## src/logic/video_data_pkg.sv

```systemverilog
package video_data_pkg;

	// attribute byte layout
	localparam int ATTR_INK_LSB    = 0;  // ink colour, 3 bits
	localparam int ATTR_PAPER_LSB  = 3;  // paper colour, 3 bits
	localparam int ATTR_BRIGHT_BIT = 6;  // goes to colour bit 3
	localparam int ATTR_COLOUR_W   = 3;

	// clocks each pixel is held for
	localparam int PIX_CLKS_ATTR = 2;  // 32 pixels per word
	localparam int PIX_CLKS_16C  = 4;  // 16 pixels per word

	// one bitmap byte with its attribute
	// bitmap sits in the low byte
	typedef struct packed {
		logic [7:0] attr;
		logic [7:0] bitmap;
	} attr_pair_t;

	// the 64-bit picture word, read one of two ways
	typedef union packed {
		attr_pair_t [3:0]  attr_view;  // pair 0 in bits 15:0
		logic [15:0][3:0]  nib_view;   // nibble 0 in bits 3:0
	} pic_word_t;

	typedef struct packed {
		logic       valid;   // pixel belongs to a fetched word
		logic [3:0] colour;  // 4-bit colour index
	} pixel_out_t;

endpackage

```

## src/logic/video_timing_pkg.sv

```systemverilog
package video_timing_pkg;

	// raster geometry in pixel clocks and lines
	localparam int LINE_CLKS   = 512;  // clocks per line
	localparam int FRAME_LINES = 8;    // lines per frame

	localparam int VPIX_FIRST = 2;  // first display line
	localparam int VPIX_LAST  = 5;  // last display line

	localparam int FETCH_START_X = 64;   // slot that opens the request window
	localparam int FETCH_END_X   = 320;  // slot that closes it

	localparam int FETCH_CLKS      = 64;  // one fetch cycle = 16 dram slots
	localparam int WORDS_PER_FETCH = 4;   // 16-bit words per fetch cycle

	localparam int HCNT_W = $clog2(LINE_CLKS);
	localparam int VCNT_W = $clog2(FRAME_LINES);

	typedef logic [HCNT_W-1:0] hcnt_t;  // pixel counter
	typedef logic [VCNT_W-1:0] vcnt_t;  // line counter

	// strobes from the raster counters to the fetcher
	typedef struct packed {
		logic c2;           // slot phase 2
		logic c3;           // last clock of slot
		logic vpix;         // display lines
		logic fetch_start;  // on c3 at FETCH_START_X
		logic fetch_end;    // on c3 at FETCH_END_X
	} timing_strobes_t;

endpackage

```

## src/logic/video_fetch.sv

```systemverilog
`timescale 1ns/1ns

module video_fetch (
	input  logic                              clk,
	input  logic                              rst_n,
	input  video_timing_pkg::timing_strobes_t strobes,
	input  logic [15:0]                       video_data,    // word from dram arbiter
	input  logic                              video_strobe,  // one pulse per word
	output logic                              video_go,      // asks arbiter for data
	output logic                              fetch_sync,    // one clock after c3
	output video_data_pkg::pic_word_t         pic_word,      // word for renderer
	output logic                              load,
	output logic                              load_valid
);

	localparam int CTR_W = $clog2(video_timing_pkg::FETCH_CLKS / 4);  // counts slots
	localparam int PTR_W = $clog2(video_timing_pkg::WORDS_PER_FETCH);

	logic [CTR_W-1:0] fetch_ctr;      // slot within fetch cycle
	logic [PTR_W-1:0] fetch_ptr;      // next buffer entry
	logic             fetch_ptr_clr;  // one step ahead of fetch_sync
	logic             go_sampled;     // video_go at the sync that opened the cycle

	logic [15:0] fetch_data [video_timing_pkg::WORDS_PER_FETCH];  // words in arrival order

	logic [$bits(video_data_pkg::pic_word_t)-1:0] swapped;

	// request window
	always_ff @(posedge clk or negedge rst_n)
	begin
		if (!rst_n)
			video_go <= 1'b0;
		else if (strobes.fetch_start && strobes.vpix)
			video_go <= 1'b1;
		else if (strobes.fetch_end)
			video_go <= 1'b0;
	end

	// fetch cycle counter, restarts at window start
	always_ff @(posedge clk or negedge rst_n)
	begin
		if (!rst_n)
			fetch_ctr <= '0;
		else if (strobes.c3)
		begin
			if (strobes.fetch_start)
				fetch_ctr <= '0;
			else
				fetch_ctr <= fetch_ctr + 1'b1;
		end
	end

	// sync and pointer clear pulses
	always_ff @(posedge clk or negedge rst_n)
	begin
		if (!rst_n)
		begin
			fetch_sync    <= 1'b0;
			fetch_ptr_clr <= 1'b0;
		end
		else
		begin
			fetch_sync    <= strobes.c3 && (fetch_ctr == CTR_W'(1));
			fetch_ptr_clr <= strobes.c3 && (fetch_ctr == CTR_W'(0));
		end
	end

	always_ff @(posedge clk or negedge rst_n)
	begin
		if (!rst_n)
			fetch_ptr <= '0;
		else if (fetch_ptr_clr)
			fetch_ptr <= '0;
		else if (video_strobe)
			fetch_ptr <= fetch_ptr + 1'b1;  // no overflow guard, arbiter sends 4
	end

	always_ff @(posedge clk)
	begin
		if (video_strobe)
			fetch_data[fetch_ptr] <= video_data;
	end

	// high byte of each word goes to the lower byte lane
	always_comb
	begin
		for (int i = 0; i < video_timing_pkg::WORDS_PER_FETCH; i++)
		begin
			swapped[16*i +: 8]     = fetch_data[i][15:8];
			swapped[16*i + 8 +: 8] = fetch_data[i][7:0];
		end
	end

	always_ff @(posedge clk)
	begin
		if (fetch_sync)
			pic_word <= video_data_pkg::pic_word_t'(swapped);
	end

	// hand-off flags
	always_ff @(posedge clk or negedge rst_n)
	begin
		if (!rst_n)
		begin
			load       <= 1'b0;
			load_valid <= 1'b0;
			go_sampled <= 1'b0;
		end
		else
		begin
			load <= fetch_sync;  // same edge as pic_word, one clock later
			if (fetch_sync)
			begin
				load_valid <= go_sampled;  // data of this cycle was requested
				go_sampled <= video_go;
			end
		end
	end

endmodule

```

## src/logic/video_render.sv

```systemverilog
`timescale 1ns/1ns

module video_render (
	input  logic                       clk,
	input  logic                       rst_n,
	input  logic                       mode_16c,  // 1 = sixteen nibbles per word
	input  video_data_pkg::pic_word_t  pic_word,
	input  logic                       load,
	input  logic                       load_valid,
	output video_data_pkg::pixel_out_t pix
);

	// 32 pixels in attribute mode sets the index width
	localparam int IDX_W  = $clog2(video_timing_pkg::FETCH_CLKS /
	                               video_data_pkg::PIX_CLKS_ATTR);
	localparam int HOLD_W = $clog2(video_data_pkg::PIX_CLKS_16C);

	video_data_pkg::pic_word_t word_q;  // word being shifted out
	logic                      mode_q;
	logic                      valid_q;
	logic [IDX_W-1:0]          pix_idx;  // pixel k within word
	logic [HOLD_W-1:0]         hold;     // clocks spent on current pixel
	logic [HOLD_W-1:0]         hold_last;

	video_data_pkg::attr_pair_t pair;  // pair k/8
	logic                       ink_sel;
	logic [3:0]                 attr_colour;
	logic [3:0]                 nib_colour;

	assign hold_last = mode_q ? HOLD_W'(video_data_pkg::PIX_CLKS_16C - 1)
	                          : HOLD_W'(video_data_pkg::PIX_CLKS_ATTR - 1);

	always_ff @(posedge clk)
	begin
		if (load)
			word_q <= pic_word;
	end

	// pixel stepping
	always_ff @(posedge clk or negedge rst_n)
	begin
		if (!rst_n)
		begin
			mode_q  <= 1'b0;
			valid_q <= 1'b0;
			pix_idx <= '0;
			hold    <= '0;
		end
		else if (load)
		begin
			mode_q  <= mode_16c;  // mode fixed for whole word
			valid_q <= load_valid;
			pix_idx <= '0;
			hold    <= '0;
		end
		else if (hold == hold_last)
		begin
			hold    <= '0;
			pix_idx <= pix_idx + 1'b1;
		end
		else
			hold <= hold + 1'b1;
	end

	// attribute decode, msb of bitmap first
	always_comb
	begin
		pair        = word_q.attr_view[pix_idx[4:3]];
		ink_sel     = pair.bitmap[3'd7 - pix_idx[2:0]];
		attr_colour = {pair.attr[video_data_pkg::ATTR_BRIGHT_BIT],
		               ink_sel ? pair.attr[video_data_pkg::ATTR_INK_LSB +:
		                                   video_data_pkg::ATTR_COLOUR_W]
		                       : pair.attr[video_data_pkg::ATTR_PAPER_LSB +:
		                                   video_data_pkg::ATTR_COLOUR_W]};
		nib_colour  = word_q.nib_view[pix_idx[3:0]];  // idx stays below 16 here
	end

	always_comb
	begin
		pix.valid  = valid_q;
		pix.colour = mode_q ? nib_colour : attr_colour;
	end

endmodule

```

## src/logic/video_timing.sv

```systemverilog
`timescale 1ns/1ns

module video_timing (
	input  logic                              clk,
	input  logic                              rst_n,
	output video_timing_pkg::timing_strobes_t strobes
);

	logic [1:0]              phase;  // position inside 4-clock dram slot
	video_timing_pkg::hcnt_t hcnt;   // pixel within line
	video_timing_pkg::vcnt_t vcnt;   // line within frame

	logic line_end;   // last clock of line
	logic frame_end;  // last line of frame
	logic in_vpix;    // vcnt within display lines

	assign line_end  = (hcnt == video_timing_pkg::hcnt_t'(video_timing_pkg::LINE_CLKS - 1));
	assign frame_end = (vcnt == video_timing_pkg::vcnt_t'(video_timing_pkg::FRAME_LINES - 1));

	assign in_vpix = (vcnt >= video_timing_pkg::vcnt_t'(video_timing_pkg::VPIX_FIRST)) &&
	                 (vcnt <= video_timing_pkg::vcnt_t'(video_timing_pkg::VPIX_LAST));

	// raster counters
	always_ff @(posedge clk or negedge rst_n)
	begin
		if (!rst_n)
		begin
			phase <= '0;
			hcnt  <= '0;
			vcnt  <= '0;
		end
		else
		begin
			phase <= phase + 2'd1;  // free running, wraps every slot
			if (line_end)
			begin
				hcnt <= '0;
				if (frame_end)
					vcnt <= '0;
				else
					vcnt <= vcnt + 1'b1;
			end
			else
				hcnt <= hcnt + 1'b1;
		end
	end

	// strobes are registered, so decode one clock early
	always_ff @(posedge clk or negedge rst_n)
	begin
		if (!rst_n)
			strobes <= '0;
		else
		begin
			strobes.c2   <= (phase == 2'd1);  // high at phase 2
			strobes.c3   <= (phase == 2'd2);  // high at phase 3
			strobes.vpix <= in_vpix;
			// window pulses land on the c3 of their slot
			strobes.fetch_start <= (hcnt ==
				video_timing_pkg::hcnt_t'(video_timing_pkg::FETCH_START_X + 2));
			strobes.fetch_end   <= (hcnt ==
				video_timing_pkg::hcnt_t'(video_timing_pkg::FETCH_END_X + 2));
		end
	end

endmodule

```

## src/logic/video_top.sv

```systemverilog
`timescale 1ns/1ns

module video_top (
	input  logic                       clk,
	input  logic                       rst_n,
	input  logic                       mode_16c,      // changed only outside the window
	input  logic [15:0]                video_data,    // from dram arbiter
	input  logic                       video_strobe,
	output logic                       video_go,      // to dram arbiter
	output logic                       fetch_sync,
	output video_data_pkg::pixel_out_t pix
);

	video_timing_pkg::timing_strobes_t strobes;
	video_data_pkg::pic_word_t         pic_word;
	logic                              load;
	logic                              load_valid;

	// raster counters and window decode
	video_timing u_video_timing (
		.clk     (clk),
		.rst_n   (rst_n),
		.strobes (strobes)
	);

	// dram words into picture words
	video_fetch u_video_fetch (
		.clk          (clk),
		.rst_n        (rst_n),
		.strobes      (strobes),
		.video_data   (video_data),
		.video_strobe (video_strobe),
		.video_go     (video_go),
		.fetch_sync   (fetch_sync),
		.pic_word     (pic_word),
		.load         (load),
		.load_valid   (load_valid)
	);

	// picture words into colour indices
	video_render u_video_render (
		.clk        (clk),
		.rst_n      (rst_n),
		.mode_16c   (mode_16c),
		.pic_word   (pic_word),
		.load       (load),
		.load_valid (load_valid),
		.pix        (pix)
	);

endmodule

```

## config.mk

```make
export PLATFORM = sky130hd
export DESIGN_NAME = video_top
export DESIGN_NICKNAME = d
export VERILOG_FILES = /design/src/logic/video_data_pkg.sv /design/src/logic/video_timing_pkg.sv /design/src/logic/video_fetch.sv /design/src/logic/video_render.sv /design/src/logic/video_timing.sv /design/src/logic/video_top.sv
export SDC_FILE = /design/constraint.sdc
export NUM_CORES = 1
export LEC_CHECK = 0
export ABC_AREA = 1
export ABC_CLOCK_PERIOD_IN_PS = 3700
export BUFFER_PORTS_ARGS = -buffer_cell sky130_fd_sc_hd__buf_4
export CAP_MARGIN = 0
export CORE_ASPECT_RATIO = 0.9
export CORE_MARGIN = 3
export CORE_UTILIZATION = 45
export DETAILED_ROUTE_END_ITERATION = 10
export GPL_TIMING_DRIVEN = 0
export SLEW_MARGIN = 20
export SYNTH_ARGS = -nofsm -noshare
export SYNTH_HDL_FRONTEND = slang
export SYNTH_HIERARCHICAL = 1
export SYNTH_SLANG_ARGS = --single-unit
```

## constraint.sdc

```tcl
create_clock -name clk -period 3.7 [get_ports clk]
set_input_delay 0.37 -clock clk [delete_from_list [all_inputs] [get_ports clk]]
set_output_delay 0.37 -clock clk [all_outputs]
set_load 0.05 [all_outputs]
```

-- Word-level counts from Yosys, hierarchy flattened
Memories as Yosys holds them, arrays and structs flattened. A register that Yosys moved wholly into a read port is not among the register bits.
Index checks and enable logic that the tools add are counted.
- memories: 1
- bits in registers: 103
- bits in writable memories: 64
- output and inout bits: 7
- mux-type cells: 22
- order comparisons: 5
- reductions and logical operators: 8
- add/sub/neg operators: 8
- equality and inequality tests: 7
- memories (memory ; depth ; bits a word ; rd ports ; clocked after Yosys merged registers in ; wr ports ; RTL line ; source):
    u_video_fetch.fetch_data ; 4 ; 16 ; 4 ; 4 ; 1 ; video_fetch.sv:24 ; logic [15:0] fetch_data [video_timing_pkg::WORDS_PER_FETCH];
- operators by type and width (cell ; count):
    16-bit binary-select mux with 2-bit select ; 1
    9-bit == test, second input constant ; 2
    4-bit binary-select mux with 4-bit select ; 1
    15-bit two-way mux ; 1
    4-bit two-way mux ; 3
    2-bit two-way mux ; 5
    5-bit two-way mux ; 2
    9-bit by 1-bit adder with 9-bit output, second input constant ; 1
    9-bit by 7-bit == test with 1-bit output, second input constant ; 1
    9-bit two-way mux ; 1
    2-bit by 1-bit adder with 2-bit output, second input constant ; 3
    3-bit two-way mux ; 2
    2-bit nonzero test ; 3
    5-bit by 1-bit adder with 5-bit output, second input constant ; 1
    4-bit by 5-bit < comparator with 1-bit output, second input constant ; 1
    1-bit two-way mux ; 5
    4-bit by 1-bit adder with 4-bit output, second input constant ; 1
    4-bit by 1-bit == test with 1-bit output, second input constant ; 1
    1-bit logical AND ; 4
    4-bit logical NOT ; 1
    3-bit by 4-bit < comparator with 1-bit output, second input constant ; 1
    3-bit by 1-bit adder with 3-bit output, second input constant ; 1
    1-bit binary-select mux with 3-bit select ; 1
    3-bit == test, second input constant ; 1
    6 further kinds ; 6

-- Longest topological paths before layout
Gate-level depths: netlist of the first run.
- depth in word-level cells: 6
- gate-level depth with buffers: 13
- gate-level depth less buffers: 11

-- Cells and area by module
The synthesis of the first run kept the hierarchy.
- modules (own cells, without submodules) (module ; instances ; cells an instance ; area an instance (µm²) ; sequential area each (µm²)):
    video_fetch ; 1 ; 196 ; 4461.8 ; 4144.0
    video_render ; 1 ; 358 ; 3504.6 ; 2147.1
    video_timing ; 1 ; 82 ; 817.0 ; 475.5

-- Worst setup path before layout of the first run
OpenSTA, ideal clock, no wires.
- path type: register to register
- start: register u_video_fetch.fetch_sync
- end: register u_video_fetch.go_sampled
- stages on the path, launching flop included: 2
- path buffers: 0
- arrival: 2.208 ns
- setup slack: 1.268 ns
- cells stage by stage: dfrtp_1 -> o21ai_0
- RTL lines (element ; RTL line ; source):
    start, declared ; video_fetch.sv:10 ; output logic fetch_sync,
    start signal, assigned ; video_fetch.sv:63 ; fetch_sync <= strobes.c3 && (fetch_ctr == CTR_W'(1));
    end signal, assigned ; video_fetch.sv:115 ; go_sampled <= video_go;
    end, declared ; video_fetch.sv:22 ; logic go_sampled;
No word-level cell between the ends.

==> results.cfg, run 1 <==
[detailed_routing]
drc = 0
drtIter0Drc = 402
ant_nets = 0
via_count = 4941
wl_mm = 17.20
wire_per_inst_um = 18.12
viasPerCell = 5.207
firstDrtPassIters = 5

[setup_path]
cp.required_ns = 3.33
critical_path_class = flip-flop to primary output
cp-start-kind = flip-flop
crit_fanout = 10
end_kind = primary output
ff2ff_path_depth = 4
crit_arrival_ns = 2.52

[logic_synthesis]
synth_nets = 667
avgSynthCellArea_um2 = 13.81
syn_area_um2 = 8742
synthCells = 633
ys_warn_count = 6

[grt]
grt_pass1_wl_mm = 27.17
grt_pass1_vias = 4945
overflow = 0
grt_util_all_layers_pct = 16.35
antenna_found_initial = 0
grt_max_degree = 43

[power_and_ir_drop]
peakVddDrop_uv = 458.6
p_leak_uw = 0.003741
p_total_uw = 6733
p_per_area_nw_per_um2 = 670.0

[final_layout]
fin_cells = 949
n_antenna_cell = 0
fin_nets = 721
drive_gt1_share_pct = 13.92
final_area_um2 = 10050
areaGrowthSynthToFinish_pct = 14.96
fill_cells = 1596

[place]
place_ws_ns = 1.382
numPortBuffers = 26
place_inst = 906
dp_hpwl_mm = 11.73
placed_area_um2 = 9291
gp_congestion = 0.8861

[clock_tree]
path_clk_slew_ns = 0.06
cts_sinks = 231
tritoncts = yes
cts_buffers = 23
cts_max_path_buffers = 3
cts_root_buffer = clkbuf_16
worst_skew_pair.late_latency_ns = 0.52
cts_max_level = 1

[timing]
tns_ns = 0
period_share_pct = 78.17
fin_worst_skew_ns = 0.01176
fmaxAchievable_mhz = 345.7
finalCriticalPeriod_ns = 2.892
worstMarginPinSlew_ns = 1.005
slew_headroom_pct = 32.91
rsz0062_at_grt = no
setup_ws_ns = 0.8076
finalMaxSlewViolations = 0
hold_viol_final = 0
setup_viol = 0

[die]
die_h_um = 138.2
ios = 27
core.rowCount = 47
die_w_um = 152.9
dieArea_um2 = 21140
start_util_pct = 46.75
core_area_um2 = 18700

[status]
status = completed

[hold_path]
min_delay_path_depth = 1
hold_class = primary input to flip-flop

[flow_run]
max_cap_viol_count = 0
## path summary, 6_finish.rpt
kind	startpoint	end	slack, ns
min in group asynchronous	rst_n	u_video_timing/vcnt[1]$_DFFE_PN0N_	0.37
max in group asynchronous	rst_n	u_video_fetch/load$_DFF_PN0_	2.96
setup / recovery	u_video_render/pix_idx[1]$_DFFE_PN0P_	pix[3]	0.81
hold reg to reg	u_video_timing/phase[0]$_DFF_PN0_	u_video_timing/phase[0]$_DFF_PN0_	0.41
hold / removal	video_data[8]	u_video_fetch/fetch_data[3][8]$_DFFE_PP_	0.05
setup reg to reg	u_video_fetch/fetch_ptr[0]$_DFFE_PN0P_	u_video_fetch/fetch_data[0][7]$_DFFE_PP_	1.86
## registers in the layout (all words and copies together) (netlist names), 2 cells and up
| signal | count |
|---|---|
| u_video_fetch/pic_word | 64 |
| u_video_render/hold | 2 |
| u_video_fetch/fetch_data | 64 |
| u_video_render/word_q | 64 |
| u_video_fetch/fetch_ctr | 4 |
| u_video_timing/hcnt | 9 |
| u_video_render/pix_idx | 5 |
| u_video_timing/vcnt | 3 |
| u_video_timing/strobes | 4 |
| u_video_timing/phase | 2 |
| u_video_fetch/fetch_ptr | 2 |
## metal layers
layer	up-vias	track usage (%)	wire length, µm
li1	2357	-	-
met1	2398	24.38	7987
met2	152	24.38	7592
met3	34	3.438	1112
met4	0	5.204	504
met5	-	0	0
## what timing repair did
item                                   4_1_cts  5_1_grt
buffers inserted                             0        0
hold buffers                                 1        0
resized for setup                            0        0
endpoints found under the hold margin       39        0
## cell type report
class	count	area (µm²)	area share (%)
tap	245	306.5	3.050
clock inverter	13	150.1	1.494
multi-input combinational	341	1713	17.04
inverter	38	145.1	1.444
timing repair buffer	29	245.2	2.440
sequential	231	6749	67.16
clock buffer	29	598.1	5.951
buffer	23	142.6	1.419
## critical path, cell delays in order (launching register included)
cell and delay (ns):
dfrtp_1 0.42, inv_1 0.23, clkbuf_1 0.41, o21ai_0 0.17, o221ai_1 0.20, nand3_1 0.11, a21oi_1 0.22, buf_4 0.24
## placed cells by master (no fill, tap or decap), drive strengths merged
master and instances:
clkinv 9, o211ai 5, nand3 47, o221ai 5
o21ai 60, ha 14, bufinv 3, xor2 2
inv 39, nand2 99, a21boi 1, clkbuf 36
nor2 76, edfxtp 192, or2 2, dfrtp 39
a21oi 14, buf 44, a211oi 1, nor3 3
o22ai 12, dlygate4sd3 1
## stage by stage
step                util, %  hold slack, ns
floorplan                 -         0.07441
global placement      49.43          0.3661
detailed placement    49.69          0.3781
CTS                   53.74         0.02816
global route          53.74         0.02686
finish                53.74         0.04761
## power by group
part / switching, µW / internal [µW]
Clock: 921 / 1360
Sequential: 49.9 / 2930
Combinational: 1020 / 445
Power figures use the tool's default switching activity.
==> run 2: changes to the inputs <==
ABC_CLOCK_PERIOD_IN_PS = 2900   (was 3700)
clock period = 2.9 ns   (was 3.7 ns; I/O delays follow)
==> run 2 against run 1 <==
Global-route usage up 0.13 points. Sequential cell count unchanged. Final cell count grew 1.8%. Count of clock-buffer cells in the layout unchanged. Routed wire length increased by 0.94%. Utilization is 0.93 points higher. Final area grew 1.7%. Non-clock buffer count grew 17. Combinational power grew 29%. Sequential share of layout area fell by 1.1 points.
==> results.cfg, run 2 (synthesis results as in run 1) <==
[setup_path]
ff2ff_setup_slack_ns = 1.05
crit_arrival_ns = 2.46
cp-start-kind = flip-flop
rr_startpoint = u_video_fetch/fetch_ptr[0]$_DFFE_PN0P_
crit_chain = buf_4, buf_2, o211ai_1, o211ai_1, nand3_1, nand3_1, nand2_1, nand2_1, buf_4
critical-path-slowest-cell = dfrtp_1
worstSetupStartpoint = u_video_render/pix_idx[0]$_DFFE_PN0P_
cpPeakStageDelay_ns = 0.44
ff2ff_path_depth = 4
r2r-end = u_video_fetch/fetch_data[0][11]$_DFFE_PP_
end_kind = primary output
cp.required_ns = 2.61
crit_path_end = pix[1]
crit_fanout = 10
critical_path_class = flip-flop to primary output

[timing]
fin_worst_skew_ns = 0.01213
period_share_pct = 94.69
slew_headroom_pct = 32.21
fmaxAchievable_mhz = 364.2
worstMarginPinSlew_ns = 1.016
finalMaxSlewViolations = 0
setup_viol = 0
setup_ws_ns = 0.1540
finalCriticalPeriod_ns = 2.746
holdWs_ns = 0.06983
hold_viol_final = 0
rsz0062_at_grt = no

[final_layout]
drive_gt1_share_pct = 14.01
multi_input_area_um2 = 1713
layout_common_cells = edfxtp_1 (192), nand2_1 (95), nor2_1 (70)
n_antenna_cell = 0
layout_commonest_cell = edfxtp_1
top_regs = u_video_fetch/fetch_data x64, u_video_fetch/pic_word x64, u_video_render/word_q x64
fin_nets = 738
fill_cells = 1579
areaGrowthSynthToFinish_pct = 16.95
final_area_um2 = 10220
regArea_um2 = 6749

[clock_tree]
path_clk_slew_ns = 0.06
cts_max_level = 1
post-cts-setup-buffer-count = 0
worst_skew_pair.late_latency_ns = 0.52
tritoncts = yes
cts_buffers = 23
cts_root_buffer = clkbuf_16
cts_sinks = 231
cts_max_path_buffers = 3

[die]
ios = 27
start_util_pct = 46.75
dieArea_um2 = 21140
core_area_um2 = 18700
core.rowCount = 47
die_h_um = 138.2
die_w_um = 152.9

[power_and_ir_drop]
p_int_uw = 6067
p_leak_uw = 0.003821
p_total_uw = 8611
combinationalPowerShare_pct = 22.0
p_per_area_nw_per_um2 = 842.2
power_frac_seq_pct = 44.2
swShare_pct = 29.54
power_frac_clock_pct = 33.8
switchingPower_uw = 2544
peakVddDrop_uv = 593.0

[grt]
overflow = 0
antenna_found_initial = 0
grt_max_degree = 43
grt_pass1_vias = 5026
grt_pass1_wl_mm = 27.43
grt_util_all_layers_pct = 16.48

[detailed_routing]
via_count = 5014
wl_mm = 17.36
drtIter0Drc = 376
viasPerCell = 5.190
wire_per_inst_um = 17.97
firstDrtPassIters = 5
ant_nets = 0
drc = 0

[hold_path]
min-delay-start = video_strobe
hold_class = primary input to flip-flop

[place]
place_ws_ns = 0.6619
placed_area_um2 = 9291
gp_congestion = 0.8861
dp_hpwl_mm = 11.73
numPortBuffers = 26

[flow_run]
max_cap_viol_count = 0

[status]
status = completed
[run 2: cell count changes in the layout (fill, tap and decap cells not counted), sizes merged]
cell / previous run / this run
dlygate4sd3: 1 / 18
[run 2: timing repair]
action                     4_1_cts  5_1_grt
setup endpoints to repair        0        4
hold buffers                    18        0
hold endpoints to repair       104        0
resized for setup                0        6
[run 2: power groups by stage]
| stage | clock, µW | combinational (µW) | sequential [µW] |
|---|---|---|---|
| global placement | 0 | 1830 | 3870 |
| detailed placement | 0 | 1840 | 3880 |
| global route | 3140 | 2080 | 3820 |
| floorplan | 0 | 1270 | 3850 |
| finish | 2910 | 1890 | 3810 |
| CTS | 3000 | 1870 | 3810 |
[run 2: layout make-up]
type / instances / area share (%)
plain buffers: 23 / 1.432
inverters: 38 / 1.420
clock inverters: 13 / 1.469
multi-input cells: 341 / 16.75
repair buffers: 46 / 4.063
flip-flops and latches: 231 / 66.01
clock buffers: 29 / 5.850
well taps: 245 / 2.998
[run 2: how the worst min path moves through the flow]
| stage | cells past startpoint | slack, ns | to |
|---|---|---|---|
| 2_1_floorplan | 0 | -0.006 | u_video_fetch/fetch_ctr[0]$_DFFE_PN0P_ |
| 3_3_place_gp | 1 | 0.29 | u_video_timing/hcnt[5]$_DFF_PN0_ |
| 3_5_place_dp | 1 | 0.30 | u_video_timing/hcnt[3]$_DFF_PN0_ |
| 4_1_cts | 3 | 0.05 | u_video_fetch/fetch_ptr[0]$_DFFE_PN0P_ |
| 5_1_grt | 3 | 0.08 | u_video_fetch/fetch_ptr[0]$_DFFE_PN0P_ |
| 6_report | 3 | 0.07 | u_video_fetch/fetch_ptr[0]$_DFFE_PN0P_ |
[run 2: routing by layer]
layer	GRT usage (%)	share of wire (%)	vias to the layer above	wire (µm)
met5	0	0	-	0
met4	5.204	2.9	0	511
met3	3.469	6.1	36	1057
met2	24.61	44	144	7721
met1	24.55	46	2444	8068
li1	-	-	2390	-
[run 2: through the flow]
step / utilization [%] / instances / TNS [ns]
after floorplan: - / 633 / 0
after global placement: 49.43 / 904 / -1.135
after detailed placement: 49.69 / 906 / 0
after CTS: 54.65 / 966 / 0
after global routing: 54.67 / 966 / 0
final: 54.67 / 966 / 0
[run 2: critical path: cells and delay by family (launching register included)]
kind,cells,cell delay [ns]
buf+inv,3,0.61
flops,1,0.44
simple gates,4,0.41
compound gates,2,0.48
==> run 3: changes to the inputs <==
ABC_CLOCK_PERIOD_IN_PS = 3300   (was 2900)
clock period = 3.3 ns   (was 2.9 ns; I/O delays follow)
==> run 3 against run 2 <==
Clock skew about the same. Critical path depth is 2 lower. Sequential cell count unchanged. Worst hold slack worse by 0.050 ns. Via count decreased by 0.28%. Routed wire length is 0.11% lower. Critical path type unchanged. Critical endpoint is now pix[3].
==> results.cfg, run 3 (synthesis results as in run 1) <==
[status]
status = completed

[final_layout]
top_regs = u_video_fetch/fetch_data x64, u_video_fetch/pic_word x64, u_video_render/word_q x64
n_antenna_cell = 0
areaGrowthSynthToFinish_pct = 16.10
fin_cells = 959
layout_common_cells = edfxtp_1 (192), nand2_1 (95), nor2_1 (70)
drive_gt1_share_pct = 13.73
layout_commonest_cell = edfxtp_1
fin_nets = 731
final_area_um2 = 10150
fill_cells = 1584

[place]
place_ws_ns = 1.022
dp_hpwl_mm = 11.73
numPortBuffers = 26
placed_area_um2 = 9291
gp_congestion = 0.8861
place_inst = 906

[detailed_routing]
wire_per_inst_um = 18.08
viasPerCell = 5.214
wl_mm = 17.34
drtIter0Drc = 434
via_count = 5000
ant_nets = 0
firstDrtPassIters = 5
drc = 0

[hold_path]
hold_class = primary input to flip-flop
hold_end = u_video_fetch/fetch_data[0][15]$_DFFE_PP_
min-delay-start = video_data[15]
min_delay_path_depth = 1

[timing]
setup_ws_ns = 0.4378
finalMaxSlewViolations = 0
setup_viol = 0
rsz0062_at_grt = no
worstMarginPinSlew_ns = 1.026
finalCriticalPeriod_ns = 2.862
fin_worst_skew_ns = 0.01211
tns_ns = 0
period_share_pct = 86.73
slew_headroom_pct = 31.55
fmaxAchievable_mhz = 349.4
hold_viol_final = 0

[power_and_ir_drop]
p_leak_uw = 0.003783
peakVddDrop_uv = 522.5
power_frac_seq_pct = 44.2
switchingPower_uw = 2245
combinationalPowerShare_pct = 21.9
p_int_uw = 5323
p_total_uw = 7569
power_frac_clock_pct = 33.9
p_per_area_nw_per_um2 = 745.7
swShare_pct = 29.67

[die]
dieArea_um2 = 21140
die_h_um = 138.2
die_w_um = 152.9
core.rowCount = 47
start_util_pct = 46.75
ios = 27
core_area_um2 = 18700

[setup_path]
crit_chain = inv_1, clkbuf_1, o21ai_0, o221ai_1, nand3_1, a21oi_1, buf_4
cp-start-kind = flip-flop
cpPeakStageDelay_ns = 0.42
worstSetupStartpoint = u_video_render/pix_idx[1]$_DFFE_PN0P_
r2r-end = u_video_fetch/fetch_data[0][7]$_DFFE_PP_
rr_startpoint = u_video_fetch/fetch_ptr[0]$_DFFE_PN0P_
end_kind = primary output
ff2ff_setup_slack_ns = 1.44
critical_path_class = flip-flop to primary output
crit_arrival_ns = 2.53
path_delay_family = buffers and inverters
critical-path-slowest-cell = dfrtp_1
crit_fanout = 10
path_buf_inv = 3
cp.required_ns = 2.97
ff2ff_path_depth = 4

[clock_tree]
worst_skew_pair.late_latency_ns = 0.52
path_clk_slew_ns = 0.06
cts_sinks = 231
cts_max_level = 1
cts_buffers = 23
cts_root_buffer = clkbuf_16
cts_max_path_buffers = 3
ctsResizeCount = 0
tritoncts = yes

[grt]
grt_max_degree = 43
antenna_found_initial = 0
grt_util_all_layers_pct = 16.43
grt_pass1_wl_mm = 27.33
overflow = 0
grt_pass1_vias = 4985

[flow_run]
max_cap_viol_count = 0
run 3: cell count changes in the layout (fill, tap and decap cells not counted):
cell / change
dlygate4sd3_1: -7
clkbuf_1: +3
clkbuf_2: -3
run 3: power by group through the flow:
stage               registers (µW)  clock network [µW]  logic [µW]
floorplan                     3380                   0        1120
global placement              3400                   0        1610
detailed placement            3410                   0        1620
CTS                           3350                2630        1630
global route                  3360                2760        1820
finish                        3350                2560        1660
run 3: layout make-up:
type                       count  area, µm²  area share, %
multi-input combinational    341       1713          16.88
buffer                        23      142.6          1.405
inverter                      38      145.1          1.430
timing repair buffer          39      345.3          3.402
clock inverter                13      150.1          1.479
tap                          245      306.5          3.020
clock buffer                  29      598.1          5.893
sequential                   231       6749          66.49
run 3: routing by layer:
| layer | share of wire (%) | vias to the layer above | global-route usage, % |
|---|---|---|---|
| met5 | 0 | - | 0 |
| met4 | 2.9 | 0 | 5.204 |
| met3 | 6.4 | 34 | 3.438 |
| met2 | 44 | 164 | 24.54 |
| met1 | 46 | 2426 | 24.49 |
| li1 | - | 2376 | - |
run 3: worst max-delay path by stage:
stage,endpoint,slack [ns],depth (start not counted)
global placement,u_video_render/pix_idx[0]$_DFFE_PN0P_,0.22,3
global route,pix[3],0.16,7
CTS,pix[3],0.47,7
detailed placement,pix[3],1.02,7
floorplan,u_video_fetch/go_sampled$_DFFE_PN0P_,0.87,1
finish,pix[3],0.44,7
run 3: stage by stage:
stage / util, % / hold slack [ns]
5_1_grt: 54.28 / 0.003842
3_5_place_dp: 49.69 / 0.3381
6_report: 54.28 / 0.01964
4_1_cts: 54.28 / 0.001318
2_1_floorplan: - / 0.03441
3_3_place_gp: 49.43 / 0.3261
run 3: repair_timing:
item	in CTS	in global routing
endpoints found under the hold margin	79	0
setup buffers	0	0
hold buffers	11	0
